--- src/i3c_stby_consts.svh ---
`ifndef I3C_STBY_CONSTS_SVH
`define I3C_STBY_CONSTS_SVH

// Bus widths
`define CSR_ADDR_W 12
`define CSR_DATA_W 32
`define I3C_ADDR_W 7
`define RSTACT_W   8

// Register offsets
`define ADDR_DEVICE_ADDR      12'h000
`define ADDR_VIRT_DEVICE_ADDR 12'h004
`define ADDR_RSTACT_PARAMS    12'h008
`define ADDR_CONTROL          12'h00C

// Control register fields
`define CTRL_XACT_EN_BIT 0

`endif

--- src/i3c_stby_pkg.sv ---
`default_nettype none

`include "i3c_stby_consts.svh"

package i3c_stby_pkg;

    // Address register layout, reserved bits read as zero
    typedef struct packed {
        logic                   dyn_valid;    // [31]
        logic [7:0]             rsvd_hi;      // [30:23]
        logic [`I3C_ADDR_W-1:0] dyn_addr;     // [22:16]
        logic                   static_valid; // [15]
        logic [7:0]             rsvd_lo;      // [14:7]
        logic [`I3C_ADDR_W-1:0] static_addr;  // [6:0]
    } dev_addr_t;

    // One CSR word, seen raw or as address fields
    typedef union packed {
        logic [`CSR_DATA_W-1:0] raw;
        dev_addr_t              addr;
    } csr_word_u;

endpackage : i3c_stby_pkg

`default_nettype wire

--- src/ccc_addr_if.sv ---
`timescale 1ns/1ns
`default_nettype none

`include "i3c_stby_consts.svh"

// Hardware write requests from the CCC decode into the register file
interface ccc_addr_if;

    logic                   dev_we;         // Device reg dynamic fields
    logic                   virt_we;        // Virtual reg dynamic fields
    logic [`I3C_ADDR_W-1:0] dyn_addr_next;
    logic                   dyn_valid_next;
    logic                   rstact_we;
    logic [`RSTACT_W-1:0]   rstact_next;

    modport src (
        output dev_we,
        output virt_we,
        output dyn_addr_next,
        output dyn_valid_next,
        output rstact_we,
        output rstact_next
    );

    modport dst (
        input dev_we,
        input virt_we,
        input dyn_addr_next,
        input dyn_valid_next,
        input rstact_we,
        input rstact_next
    );

endinterface : ccc_addr_if

`default_nettype wire

--- src/ccc_addr_update.sv ---
`timescale 1ns/1ns
`default_nettype none

`include "i3c_stby_consts.svh"

module ccc_addr_update (
    // SETDASA / RSTDAA
    input wire logic [`I3C_ADDR_W-1:0] set_dasa_i,
    input wire logic                   set_dasa_valid_i,
    input wire logic                   set_dasa_virtual_i,
    input wire logic                   rstdaa_i,

    // SETNEWDA
    input wire logic [`I3C_ADDR_W-1:0] newda_i,
    input wire logic                   set_newda_i,
    input wire logic                   set_newda_virtual_i,

    // RSTACT
    input wire logic [`RSTACT_W-1:0]   rst_action_i,
    input wire logic                   rst_action_valid_i,

    ccc_addr_if.src                    upd_o
);

    logic dasa_grp; // SETDASA or RSTDAA present
    logic newda_grp;

    assign dasa_grp  = set_dasa_valid_i | rstdaa_i;
    assign newda_grp = set_newda_i | set_newda_virtual_i;

    always_comb begin : addr_update
        upd_o.dev_we         = 1'b0;
        upd_o.virt_we        = 1'b0;
        upd_o.dyn_addr_next  = '0;
        upd_o.dyn_valid_next = 1'b0;

        if (dasa_grp) begin
            // Same steering bit for both CCCs of this group
            upd_o.dev_we  = ~set_dasa_virtual_i;
            upd_o.virt_we = set_dasa_virtual_i;
            if (rstdaa_i) begin
                upd_o.dyn_addr_next  = '0; // Address cleared, valid dropped
                upd_o.dyn_valid_next = 1'b0;
            end else begin
                upd_o.dyn_addr_next  = set_dasa_i;
                upd_o.dyn_valid_next = 1'b1;
            end
        end else if (newda_grp) begin
            upd_o.dev_we         = set_newda_i;
            upd_o.virt_we        = set_newda_virtual_i;
            upd_o.dyn_addr_next  = newda_i;
            upd_o.dyn_valid_next = 1'b1;
        end
    end

    // Reset action passes straight through
    assign upd_o.rstact_we   = rst_action_valid_i;
    assign upd_o.rstact_next = rst_action_i;

endmodule : ccc_addr_update

`default_nettype wire

--- src/stby_csr_regs.sv ---
`timescale 1ns/1ns
`default_nettype none

`include "i3c_stby_consts.svh"

module stby_csr_regs
    import i3c_stby_pkg::*;
(
    input  wire logic                   clk_i,
    input  wire logic                   arst_n_i,

    // CPU port
    input  wire logic                   cpu_req_i,
    input  wire logic                   cpu_req_is_wr_i,
    input  wire logic [`CSR_ADDR_W-1:0] cpu_addr_i,
    input  wire logic [`CSR_DATA_W-1:0] cpu_wr_data_i,
    output logic                        cpu_rd_ack_o,
    output logic                        cpu_rd_err_o,
    output logic [`CSR_DATA_W-1:0]      cpu_rd_data_o,
    output logic                        cpu_wr_ack_o,
    output logic                        cpu_wr_err_o,

    // Hardware updates
    ccc_addr_if.dst                     upd_i,

    // Register values
    output dev_addr_t                   dev_addr_o,
    output dev_addr_t                   virt_addr_o,
    output logic                        xact_en_o,
    output logic [`RSTACT_W-1:0]        rst_action_o
);

    csr_word_u            wr_word;
    csr_word_u            rd_word;
    dev_addr_t            dev_addr_q;
    dev_addr_t            dev_addr_d;
    dev_addr_t            virt_addr_q;
    dev_addr_t            virt_addr_d;
    logic [`RSTACT_W-1:0] rstact_q;
    logic                 xact_en_q;
    logic                 xact_en_d;
    logic                 hit_dev;
    logic                 hit_virt;
    logic                 hit_rstact;
    logic                 hit_ctrl;
    logic                 hit_any;
    logic                 wr_req;
    logic                 rd_req;

    // Software write first, hardware update on top of the dynamic fields
    function automatic dev_addr_t merge_addr(
        input dev_addr_t              cur,
        input logic                   sw_we,
        input dev_addr_t              sw_val,
        input logic                   hw_we,
        input logic [`I3C_ADDR_W-1:0] hw_addr,
        input logic                   hw_valid
    );
        dev_addr_t nxt;
        nxt = cur;
        if (sw_we) begin
            nxt.static_addr  = sw_val.static_addr;
            nxt.static_valid = sw_val.static_valid;
            nxt.dyn_addr     = sw_val.dyn_addr;
            nxt.dyn_valid    = sw_val.dyn_valid;
        end
        if (hw_we) begin
            nxt.dyn_addr  = hw_addr;
            nxt.dyn_valid = hw_valid;
        end
        return nxt;
    endfunction

    assign wr_req  = cpu_req_i & cpu_req_is_wr_i;
    assign rd_req  = cpu_req_i & ~cpu_req_is_wr_i;
    assign wr_word = cpu_wr_data_i;

    // Address decode
    assign hit_dev    = (cpu_addr_i == `ADDR_DEVICE_ADDR);
    assign hit_virt   = (cpu_addr_i == `ADDR_VIRT_DEVICE_ADDR);
    assign hit_rstact = (cpu_addr_i == `ADDR_RSTACT_PARAMS);
    assign hit_ctrl   = (cpu_addr_i == `ADDR_CONTROL);
    assign hit_any    = hit_dev | hit_virt | hit_rstact | hit_ctrl;

    assign dev_addr_d = merge_addr(dev_addr_q, wr_req & hit_dev, wr_word.addr,
                                   upd_i.dev_we, upd_i.dyn_addr_next, upd_i.dyn_valid_next);
    assign virt_addr_d = merge_addr(virt_addr_q, wr_req & hit_virt, wr_word.addr,
                                    upd_i.virt_we, upd_i.dyn_addr_next, upd_i.dyn_valid_next);
    assign xact_en_d = (wr_req & hit_ctrl) ? wr_word.raw[`CTRL_XACT_EN_BIT] : xact_en_q;

    always_ff @(posedge clk_i or negedge arst_n_i) begin : regs
        if (!arst_n_i) begin
            dev_addr_q  <= '0;
            virt_addr_q <= '0;
            rstact_q    <= '0;
            xact_en_q   <= 1'b0;
        end else begin
            dev_addr_q  <= dev_addr_d;
            virt_addr_q <= virt_addr_d;
            xact_en_q   <= xact_en_d;
            if (upd_i.rstact_we) begin
                rstact_q <= upd_i.rstact_next; // Only hardware writes it
            end
        end
    end

    always_comb begin : rd_mux
        rd_word.raw = '0;
        if (hit_dev) begin
            rd_word.addr = dev_addr_q;
        end else if (hit_virt) begin
            rd_word.addr = virt_addr_q;
        end else if (hit_rstact) begin
            rd_word.raw[`RSTACT_W-1:0] = rstact_q;
        end else if (hit_ctrl) begin
            rd_word.raw[`CTRL_XACT_EN_BIT] = xact_en_q;
        end
    end

    always_ff @(posedge clk_i or negedge arst_n_i) begin : acks
        if (!arst_n_i) begin
            cpu_rd_ack_o <= 1'b0;
            cpu_rd_err_o <= 1'b0;
            cpu_wr_ack_o <= 1'b0;
            cpu_wr_err_o <= 1'b0;
        end else begin
            cpu_rd_ack_o <= rd_req;
            cpu_rd_err_o <= rd_req & ~hit_any;
            cpu_wr_ack_o <= wr_req;
            cpu_wr_err_o <= wr_req & ~hit_any;
        end
    end

    always_ff @(posedge clk_i) begin : rd_data
        if (rd_req) begin
            cpu_rd_data_o <= rd_word.raw;
        end
    end

    assign dev_addr_o   = dev_addr_q;
    assign virt_addr_o  = virt_addr_q;
    assign xact_en_o    = xact_en_q;
    assign rst_action_o = rstact_q;

endmodule : stby_csr_regs

`default_nettype wire

--- src/target_addr_match.sv ---
`timescale 1ns/1ns
`default_nettype none

`include "i3c_stby_consts.svh"

module target_addr_match
    import i3c_stby_pkg::*;
(
    input  wire logic                   clk_i,
    input  wire logic                   arst_n_i,
    input  wire logic [`I3C_ADDR_W-1:0] bus_addr_i,
    input  wire logic                   bus_addr_valid_i,
    input  wire dev_addr_t              dev_addr_i,
    input  wire dev_addr_t              virt_addr_i,
    input  wire logic                   xact_en_i,
    output logic                        addr_match_o,
    output logic                        virt_match_o
);

    logic dev_dyn_hit;
    logic dev_static_hit;
    logic virt_dyn_hit;
    logic sample; // Bus address present and target enabled

    assign dev_dyn_hit    = dev_addr_i.dyn_valid && (dev_addr_i.dyn_addr == bus_addr_i);
    assign dev_static_hit = dev_addr_i.static_valid && (dev_addr_i.static_addr == bus_addr_i);
    assign virt_dyn_hit   = virt_addr_i.dyn_valid && (virt_addr_i.dyn_addr == bus_addr_i);
    assign sample         = bus_addr_valid_i & xact_en_i;

    always_ff @(posedge clk_i or negedge arst_n_i) begin : match_q
        if (!arst_n_i) begin
            addr_match_o <= 1'b0;
            virt_match_o <= 1'b0;
        end else begin
            addr_match_o <= sample & (dev_dyn_hit | dev_static_hit);
            virt_match_o <= sample & virt_dyn_hit;
        end
    end

endmodule : target_addr_match

`default_nettype wire

--- src/i3c_stby_csr_top.sv ---
`timescale 1ns/1ns
`default_nettype none

`include "i3c_stby_consts.svh"

module i3c_stby_csr_top
    import i3c_stby_pkg::*;
(
    input  wire logic                   clk_i,
    input  wire logic                   arst_n_i,

    // CPU port
    input  wire logic                   cpu_req_i,
    input  wire logic                   cpu_req_is_wr_i,
    input  wire logic [`CSR_ADDR_W-1:0] cpu_addr_i,
    input  wire logic [`CSR_DATA_W-1:0] cpu_wr_data_i,
    output logic                        cpu_rd_ack_o,
    output logic                        cpu_rd_err_o,
    output logic [`CSR_DATA_W-1:0]      cpu_rd_data_o,
    output logic                        cpu_wr_ack_o,
    output logic                        cpu_wr_err_o,

    // CCC engine
    input  wire logic [`I3C_ADDR_W-1:0] set_dasa_i,
    input  wire logic                   set_dasa_valid_i,
    input  wire logic                   set_dasa_virtual_i,
    input  wire logic                   rstdaa_i,
    input  wire logic [`I3C_ADDR_W-1:0] newda_i,
    input  wire logic                   set_newda_i,
    input  wire logic                   set_newda_virtual_i,
    input  wire logic [`RSTACT_W-1:0]   rst_action_i,
    input  wire logic                   rst_action_valid_i,

    // Bus side
    input  wire logic [`I3C_ADDR_W-1:0] bus_addr_i,
    input  wire logic                   bus_addr_valid_i,
    output logic                        addr_match_o,
    output logic                        virt_match_o,
    output logic [`RSTACT_W-1:0]        rst_action_o
);

    ccc_addr_if ccc_upd ();

    dev_addr_t dev_addr;
    dev_addr_t virt_addr;
    logic      xact_en;

    ccc_addr_update u_ccc_addr_update (
        .set_dasa_i         (set_dasa_i),
        .set_dasa_valid_i   (set_dasa_valid_i),
        .set_dasa_virtual_i (set_dasa_virtual_i),
        .rstdaa_i           (rstdaa_i),
        .newda_i            (newda_i),
        .set_newda_i        (set_newda_i),
        .set_newda_virtual_i(set_newda_virtual_i),
        .rst_action_i       (rst_action_i),
        .rst_action_valid_i (rst_action_valid_i),
        .upd_o              (ccc_upd.src)
    );

    stby_csr_regs u_stby_csr_regs (
        .clk_i          (clk_i),
        .arst_n_i       (arst_n_i),
        .cpu_req_i      (cpu_req_i),
        .cpu_req_is_wr_i(cpu_req_is_wr_i),
        .cpu_addr_i     (cpu_addr_i),
        .cpu_wr_data_i  (cpu_wr_data_i),
        .cpu_rd_ack_o   (cpu_rd_ack_o),
        .cpu_rd_err_o   (cpu_rd_err_o),
        .cpu_rd_data_o  (cpu_rd_data_o),
        .cpu_wr_ack_o   (cpu_wr_ack_o),
        .cpu_wr_err_o   (cpu_wr_err_o),
        .upd_i          (ccc_upd.dst),
        .dev_addr_o     (dev_addr),
        .virt_addr_o    (virt_addr),
        .xact_en_o      (xact_en),
        .rst_action_o   (rst_action_o)
    );

    target_addr_match u_target_addr_match (
        .clk_i           (clk_i),
        .arst_n_i        (arst_n_i),
        .bus_addr_i      (bus_addr_i),
        .bus_addr_valid_i(bus_addr_valid_i),
        .dev_addr_i      (dev_addr),
        .virt_addr_i     (virt_addr),
        .xact_en_i       (xact_en),
        .addr_match_o    (addr_match_o),
        .virt_match_o    (virt_match_o)
    );

endmodule : i3c_stby_csr_top

`default_nettype wire

--- config.mk ---
export PLATFORM = sky130hd
export DESIGN_NAME = i3c_stby_csr_top
export DESIGN_NICKNAME = d
export VERILOG_FILES = /design/src/i3c_stby_pkg.sv /design/src/ccc_addr_if.sv /design/src/ccc_addr_update.sv /design/src/stby_csr_regs.sv /design/src/target_addr_match.sv /design/src/i3c_stby_csr_top.sv
export VERILOG_INCLUDE_DIRS = /design/src /design/src/src
export SDC_FILE = /design/constraint.sdc
export NUM_CORES = 1
export LEC_CHECK = 0
export ABC_AREA = 1
export BUFFER_PORTS_ARGS = -buffer_cell sky130_fd_sc_hd__buf_2
export CELL_PAD_IN_SITES_DETAIL_PLACEMENT = 1
export CELL_PAD_IN_SITES_GLOBAL_PLACEMENT = 2
export CORE_ASPECT_RATIO = 0.9
export CORE_MARGIN = 8
export CORE_UTILIZATION = 25
export CTS_CLUSTER_SIZE = 8
export DETAILED_ROUTE_END_ITERATION = 6
export GPL_TIMING_DRIVEN = 0
export PLACE_DENSITY_LB_ADDON = 0.1
export SYNTH_ARGS = -nofsm -noshare
export SYNTH_HDL_FRONTEND = slang
export SYNTH_SLANG_ARGS = --single-unit
export TNS_END_PERCENT = 1
--- constraint.sdc ---
create_clock -name clk_i -period 0.9 [get_ports clk_i]
set_input_delay 0.045 -clock clk_i [delete_from_list [all_inputs] [get_ports clk_i]]
set_output_delay 0.045 -clock clk_i [all_outputs]
set_load 0.005 [all_outputs]
# Word-level counts from Yosys, hierarchy flattened
# Index checks and enable logic that the tools add are counted.
# word_totals
regBits	79
latch_bits	0
ramBits	0
mem_bits_ro	0
input_bits	84
elab_cells	76
mem_count	0
# op_classes
addsub	0
mul	0
div_mod_pow	0
magnitude_cmp	0
n_eq_ne	6
shift	0
mux	24
bitwise_logic	20
reduce_logical	7
# op_table
cell	n
2-to-1 mux 7 bit	6
2-to-1 mux 32 bit	1
== test 12 x 4 -> 1 bit, second input constant	2
2-to-1 mux 24 bit	1
2-to-1 mux 8 bit	3
== test 7 bit	3
2-to-1 mux 1 bit	13
== test 12 x 3 -> 1 bit, second input constant	1
logical NOT 12 bit	1
bitwise AND 1 bit	10
OR 1 bit	6
inverter 1 bit	4
nonzero test 2 bit	2
logical AND 1 bit	3
OR reduction 3 bit	1

# Longest topological paths before layout
# Gate-level depths: netlist (run 1).
# logic_depth
depth_word	6
depth_mapped	10
depth_no_buf	8

# Hierarchy
# A second synthesis (run 1) with hierarchy kept.
# unflattened
cells_unflattened	511
hier_area_um2	3997.6
# modules_own_cells
module	n_inst	cells_per_inst	area_per_inst_um2
stby_csr_regs	1	378	3360.7
target_addr_match	1	90	424.2
ccc_addr_update	1	43	212.7

# Least setup slack after synthesis (run 1)
# Ideal clock, no wire load.
# synth_timing
kind	input to register
startpoint	input port cpu_req_i
endpoint	register u_stby_csr_regs.cpu_rd_data_o[0] (enable)
t_arrival_ps	854
t_required_ps	507
slack_ps	-347
path_stages	2
n_path_buf	0
cell_sequence	inv_1 > nor2_1
# synth_via
elab_chain_cells	1
# synth_lines
item	line	text
from (decl)	i3c_stby_csr_top.sv:13	input wire logic cpu_req_i,
bitwise AND 1 bit	stby_csr_regs.sv:75	assign rd_req = cpu_req_i & ~cpu_req_is_wr_i;
via u_stby_csr_regs.rd_req	stby_csr_regs.sv:48	logic rd_req;
to (signal assigned)	stby_csr_regs.sv:136	cpu_rd_data_o <= rd_word.raw;
to (decl)	stby_csr_regs.sv:19	output logic [`CSR_DATA_W-1:0] cpu_rd_data_o,
# The timed path passes the listed nets, and every way through them passes these cells.
# A chain may end at the register's enable or synchronous reset.

# Final worst setup path (run 1)
# layout_timing
startpoint	register u_stby_csr_regs.dev_addr_q (netlist bit u_stby_csr_regs.dev_addr_o[20])
endpoint	register u_target_addr_match.addr_match_o
# layout_via
elab_chain_cells	4
# layout_lines
item	line	text
from (decl)	stby_csr_regs.sv:35	dev_addr_t dev_addr_q;
from (signal assigned)	stby_csr_regs.sv:98	dev_addr_q <= dev_addr_d;
== test 7 bit	target_addr_match.sv:25	assign dev_dyn_hit = dev_addr_i.dyn_valid && (dev_addr_i.dyn_addr == bus_addr_i);
logical AND 1 bit	target_addr_match.sv:25	
OR 1 bit	target_addr_match.sv:35	addr_match_o <= sample & (dev_dyn_hit | dev_static_hit);
bitwise AND 1 bit	target_addr_match.sv:35	
to (signal assigned)	target_addr_match.sv:35	
to (decl)	target_addr_match.sv:16	output logic addr_match_o,
# No other way between the ends.

==> results of run 1 <==
[final cells by class]
cell class / count / area (sq um)
plain buffers: 30 / 272.8
clock buffers: 14 / 285.3
clock inverters: 2 / 10.01
fillers: 1735 / 9009
inverters: 55 / 217.7
multi-input cells: 311 / 1569
flip-flops and latches: 64 / 1688
well taps: 193 / 241.5
repair buffers: 114 / 660.6
[per-stage QoR]
stage	TNS (ns)	util	instances	instance area, sq um
2_1_floorplan	-4.519	-	460	3649
3_3_place_gp	-43.10	0.3132	749	4370
3_5_place_dp	-47.03	0.3132	749	4370
4_1_cts	-1.221	0.3511	783	4900
5_1_grt	-2.814	0.3544	783	4945
6_report	-0.5888	0.3544	783	4945
[sequential cells by signal (all words and copies together) (netlist names)]
signal and count:
u_stby_csr_regs.cpu_rd_data_o 17, u_stby_csr_regs.dev_addr_o 16, u_stby_csr_regs.virt_addr_o 16, u_stby_csr_regs.rst_action_o 8, u_stby_csr_regs.cpu_rd_ack_o 1, u_stby_csr_regs.cpu_rd_err_o 1, u_stby_csr_regs.cpu_wr_ack_o 1, u_stby_csr_regs.cpu_wr_err_o 1
u_stby_csr_regs.xact_en_o 1, u_target_addr_match.addr_match_o 1, u_target_addr_match.virt_match_o 1
[power by group through the flow]
stage | registers, mW | logic, mW | clock network, mW
finish | 3.25 | 1.05 | 3.45
global route | 3.27 | 1.18 | 3.66
CTS | 3.25 | 1.06 | 3.55
detailed placement | 3.31 | 0.981 | 0
global placement | 3.30 | 0.959 | 0
floorplan | 3.28 | 0.533 | 0
[critical path: stages (launching register included)]
cell and delay (ns):
dfrtp_1 0.42, xnor2_1 0.17, nand2_1 0.07, nor2_1 0.11
nand2_1 0.07, a21oi_2 0.14
[repair_timing]
| item | CTS | global route |
|---|---|---|
| buffers inserted | 1 | 0 |
| hold endpoints to repair | 30 | 47 |
| endpoints found under the setup margin | 81 | 66 |
| gates cloned | 0 | 0 |
| pin swaps | 6 | 3 |
| gates resized for setup | 20 | 20 |
[synth_stat cells (2+ instances only)]
| cell | n | area [sq um] |
|---|---|---|
| nand2_1 | 129 | 484.2 |
| nand3_1 | 79 | 395.4 |
| inv_1 | 51 | 191.4 |
| dfrtp_1 | 47 | 1176 |
| nor2_1 | 33 | 123.9 |
| buf_4 | 17 | 127.6 |
| edfxtp_1 | 17 | 510.5 |
| o21ai_0 | 15 | 75.07 |
| xnor2_1 | 10 | 87.58 |
| mux2_2 | 7 | 78.83 |
| a21oi_1 | 5 | 25.02 |
| buf_6 | 5 | 56.30 |
| buf_2 | 4 | 20.02 |
| clkbuf_1 | 4 | 15.01 |
| nand4_1 | 3 | 18.77 |
| nor2_2 | 3 | 18.77 |
| o211ai_1 | 2 | 15.01 |
[logic make-up (layout without fill, tap and decap cells)]
family	count (synthesis)	count (layout)	synth area share
buf+inv	85	215	0.1209
xor+xnor	10	10	0.02468
compound gates	26	26	0.04231
other cells	1	15	0.001057
flops	64	64	0.4753
mux	7	7	0.02222
simple gates	253	253	0.3135
[worst min path at each step]
stage	depth (start not counted)	endpoint	start	slack, ns
2_1_floorplan	0	u_stby_csr_regs.cpu_rd_ack_o	arst_n_i	-0.25
3_3_place_gp	3	u_stby_csr_regs.rst_action_o[7]	rst_action_i[7]	0.26
3_5_place_dp	3	u_stby_csr_regs.virt_addr_o[5]	cpu_wr_data_i[5]	0.27
4_1_cts	1	u_stby_csr_regs.rst_action_o[1]	arst_n_i	-0.005
5_1_grt	1	u_stby_csr_regs.rst_action_o[1]	arst_n_i	-0.16
6_report	1	u_stby_csr_regs.rst_action_o[6]	arst_n_i	-0.22
[routing by layer]
| metal | track usage | routed length [um] |
|---|---|---|
| met1 | 0.1640 | 5458 |
| met3 | 0.03199 | 560 |
| met5 | 0 | 0 |
| met2 | 0.2298 | 5808 |
| met4 | 0.05678 | 234 |
==> results.yml, run 1 <==
setup_path:
  required_ns: 1.16
  worstSetupPathType: "register to register"
  crit_start: "u_stby_csr_regs.dev_addr_o[20]"
  worst-r2r-cell-count: 5
  crit_fanout: 3
  r2r_slack_ns: -0.17
  endpoint_kind: "register"
  worstSetupStartpointType: "register"
  crit_end: "u_target_addr_match.addr_match_o"
  timing.rr.start: "u_stby_csr_regs.dev_addr_o[20]"
  cp.arrival_ns: 1.33
  r2r_end: "u_target_addr_match.addr_match_o"
pwr:
  p_total_mw: 7.749
  clkPwrFrac: 0.445
  p_sw_mw: 1.963
  p_leak_nw: 2.502
  vdd_ir_drop_max_v: 0.0007465
  internal_power_mw: 5.785
  comb_power_share: 0.135
  seqPwrFrac: 0.419
  power.density_nw_per_um2: 1567
  power.share.switching: 0.2534
sta:
  relSlewSlack: 0.5252
  clock_skew_ns: 0.004753
  period_needed_ns: 1.067
  max_freq_mhz: 936.8
  worst_hold_slack_ns: -0.2156
  setup_ws_ns: -0.1675
  finalCritPeriodShare: 1.186
  setup_viol: 17
  worst_slew_pin_slew_ns: 0.7122
  finalHoldViolCount: 47
  rsz0062_at_grt: "true"
  slew_viol_final: 0
clocking:
  cts_max_path_buffers: 2
  htree_levels: 3
  cts_hold_buf: 17
  clock_latency_ns: 0.34
  cts_made_buffers: 9
  cts_tree: "built"
  clk_pin_slew_ns: 0.06
  ctsRootBufferMaster: "clkbuf_16"
  clock-sinks: 64
placed_design:
  pre_cts_ws_ns: -0.6222
  place_congestion: 0.7194
  dp.final_hpwl_mm: 9.510
  numPortBuffers: 96
synth:
  syn_avg_cell_area_sq_um: 7.956
  ys_warn_count: 0
  async_reset_ff_frac: 0.7344
  synth-seq-cells: 64
  ys_seq_area_frac: 0.4753
  ys.flop_type: "dfrtp_1"
  syn_inst: 446
  synth_edf_count: 17
  syn_area_sq_um: 3548
  synthDistinctLibCells: 32
worst_hold_path:
  worstHoldPathType: "input pin to asynchronous set/reset pin"
grt:
  grt_pass1_vias: 3654
  grt_util_all_layers: 0.1360
  grt_overflow: 0
  antenna_found_initial: 0
  grt_max_degree: 48
  grt_first_pass_wirelength_mm: 18.98
routing:
  vias: 3344
  finalWirelength_mm: 12.06
  dr.first_iter.drc_count: 152
  detail-route-antenna-nets: 0
  avgViaCountPerCell: 4.271
  firstDrtPassIters: 4
  drc: 0
  wl_per_cell_um: 15.40
layout:
  layout_commonest_cell: "nand2_1"
  nets: 669
  final_cell_mix: "124 x nand2_1, 96 x buf_2, 78 x nand3_1"
  antenna_cells: 0
  syn2layout_area_growth_pct: 39.35
  drive_above_1_share: 0.3017
floorplanning:
  num_rows: 41
  fp.dieH_um: 129.0
  start_util: 0.2543
  dieArea_sq_um: 18270
  ioPinCount: 130
  core_sq_um: 13950
  die_x_um: 141.6
status:
  status: "finished, violations left"
  violations: "hold timing, setup timing"
job:
  max_cap_viol_count: 0
No activity file was read; power rests on OpenSTA's default activity.
==> run 2: changes to the inputs <==
Settings changed: CELL_PAD_IN_SITES_DETAIL_PLACEMENT 1 to not set, CELL_PAD_IN_SITES_GLOBAL_PLACEMENT 2 to not set, CORE_UTILIZATION 25 to 45, PLACE_DENSITY set to 0.77, PLACE_DENSITY_LB_ADDON 0.1 to not set.
==> run 2 against run 1 <==
The flow still finishes with violations (hold timing, setup timing). Sequential share of layout area up 2.0 points. Clock power down 34%. Routed wire length down 20%. Non-clock buffer count is the same. Critical path depth unchanged. Final cell count shrank 12%. Clock-buffer cell count is 1 lower. Die area shrank 40%. Clock skew rose by 0.015 ns. Combinational power hardly changed. Fmax rose by 2.5%. Largest cell class unchanged. Largest power group is now registers.
==> results.yml, run 2 (same netlist as run 1, synthesis figures left out) <==
clocking:
  clock_latency_ns: 0.35
  htree_levels: 3
  clk_pin_slew_ns: 0.08
  cts_max_path_buffers: 2
  clock-sinks: 64
  ctsRootBufferMaster: "clkbuf_8"
  cts_made_buffers: 9
  cts_tree: "built"
  cts_hold_buf: 17
routing:
  avgViaCountPerCell: 4.872
  dr.first_iter.drc_count: 175
  drc: 0
  vias: 3342
  finalWirelength_mm: 9.676
  detail-route-antenna-nets: 0
  firstDrtPassIters: 5
  wl_per_cell_um: 14.10
setup_path:
  endpoint_kind: "register"
  required_ns: 1.16
  worstSetupPathType: "register to register"
  cp.arrival_ns: 1.30
  worstSetupStartpointType: "register"
  crit_fanout: 3
  worst-r2r-cell-count: 5
layout:
  nets: 669
  utilization: 0.6155
  fill_cells: 690
  fin_area_sq_um: 4667
  drive_above_1_share: 0.2949
  antenna_cells: 0
  layout_commonest_cell: "nand2_1"
  fin_cells: 686
  syn2layout_area_growth_pct: 31.52
  regMostFlops: "u_stby_csr_regs.cpu_rd_data_o"
  largest_reg_flops: 17
  final_cell_mix: "127 x nand2_1, 99 x buf_2, 78 x nand3_1"
status:
  status: "finished, violations left"
  violations: "hold timing, setup timing"
floorplanning:
  fp.dieH_um: 100.2
  die_x_um: 109.6
  core_sq_um: 7582
  dieArea_sq_um: 10990
  num_rows: 30
  start_util: 0.4680
  ioPinCount: 130
grt:
  grt_overflow: 0
  grt_pass1_vias: 3409
  grt_util_all_layers: 0.1854
  grt_max_degree: 48
  antenna_found_initial: 0
  grt_first_pass_wirelength_mm: 15.99
sta:
  worst_slew_pin_slew_ns: 1.075
  tns_ns: -0.9685
  worst_hold_slack_ns: -0.1074
  period_needed_ns: 1.041
  setup_viol: 30
  finalHoldViolCount: 48
  slew_viol_final: 0
  relSlewSlack: 0.2834
  max_freq_mhz: 960.6
  rsz0062_at_grt: "true"
  clock_skew_ns: 0.02022
  finalCritPeriodShare: 1.157
  setup_ws_ns: -0.1410
placed_design:
  dp.final_hpwl_mm: 7.427
  pre_cts_ws_ns: -0.5005
  numPortBuffers: 96
  place_congestion: 0.9183
  dpl-instance-area_sq_um: 4249
  dp_cells: 652
pwr:
  p_leak_nw: 2.439
  vdd_ir_drop_max_v: 0.0006075
  power.density_nw_per_um2: 1405
  p_total_mw: 6.559
job:
  max_cap_viol_count: 0
worst_hold_path:
  worstHoldPathType: "input pin to asynchronous set/reset pin"
[run 2: worst paths after layout]
| path | start | slack (ns) | to |
|---|---|---|---|
| hold reg to reg | u_stby_csr_regs.virt_addr_o[3] | 0.50 | u_stby_csr_regs.virt_addr_o[3] |
| setup reg to reg | u_stby_csr_regs.dev_addr_o[18] | -0.14 | u_target_addr_match.addr_match_o |
| setup / recovery | u_stby_csr_regs.dev_addr_o[18] | -0.14 | u_target_addr_match.addr_match_o |
| max in group asynchronous | arst_n_i | 0.34 | u_target_addr_match.addr_match_o |
| min in group clk_i | cpu_req_is_wr_i | -0.01 | u_stby_csr_regs.cpu_rd_ack_o |
| hold / removal | arst_n_i | -0.11 | u_stby_csr_regs.rst_action_o[6] |
[run 2: metal layers]
metal | track usage | part of all wire
met1 | 0.2356 | 0.43
met2 | 0.2905 | 0.46
met3 | 0.03844 | 0.077
met4 | 0.09336 | 0.031
met5 | 0 | 0
[run 2: layout make-up]
type | count | area [sq um] | share of cell area
clock inverter | 3 | 15.01 | 0.003217
buffer | 30 | 249.0 | 0.05335
clock buffer | 13 | 170.2 | 0.03646
multi-input combinational | 311 | 1550 | 0.3322
tap | 96 | 120.1 | 0.02574
timing repair buffer | 114 | 661.9 | 0.1418
inverter | 55 | 214.0 | 0.04584
sequential | 64 | 1687 | 0.3614
[run 2: timing repair]
item,in CTS,in global routing
hold endpoints to repair,73,48
setup endpoints to repair,52,89
pin swaps,9,1
buffers inserted,1,0
gates resized for setup,13,9
[run 2: where the power goes]
group / internal (mW) / switching [mW]
sequential: 3.13 / 0.122
combinational: 0.484 / 0.537
clock: 1.23 / 1.06
total: 4.84 / 1.72
[run 2: critical path: stages (launching register included)]
cell and delay [ns]:
dfrtp_1 0.43, xnor2_2 0.16, nand2_1 0.07, nor2_1 0.09, nand2_1 0.08, a21oi_2 0.13
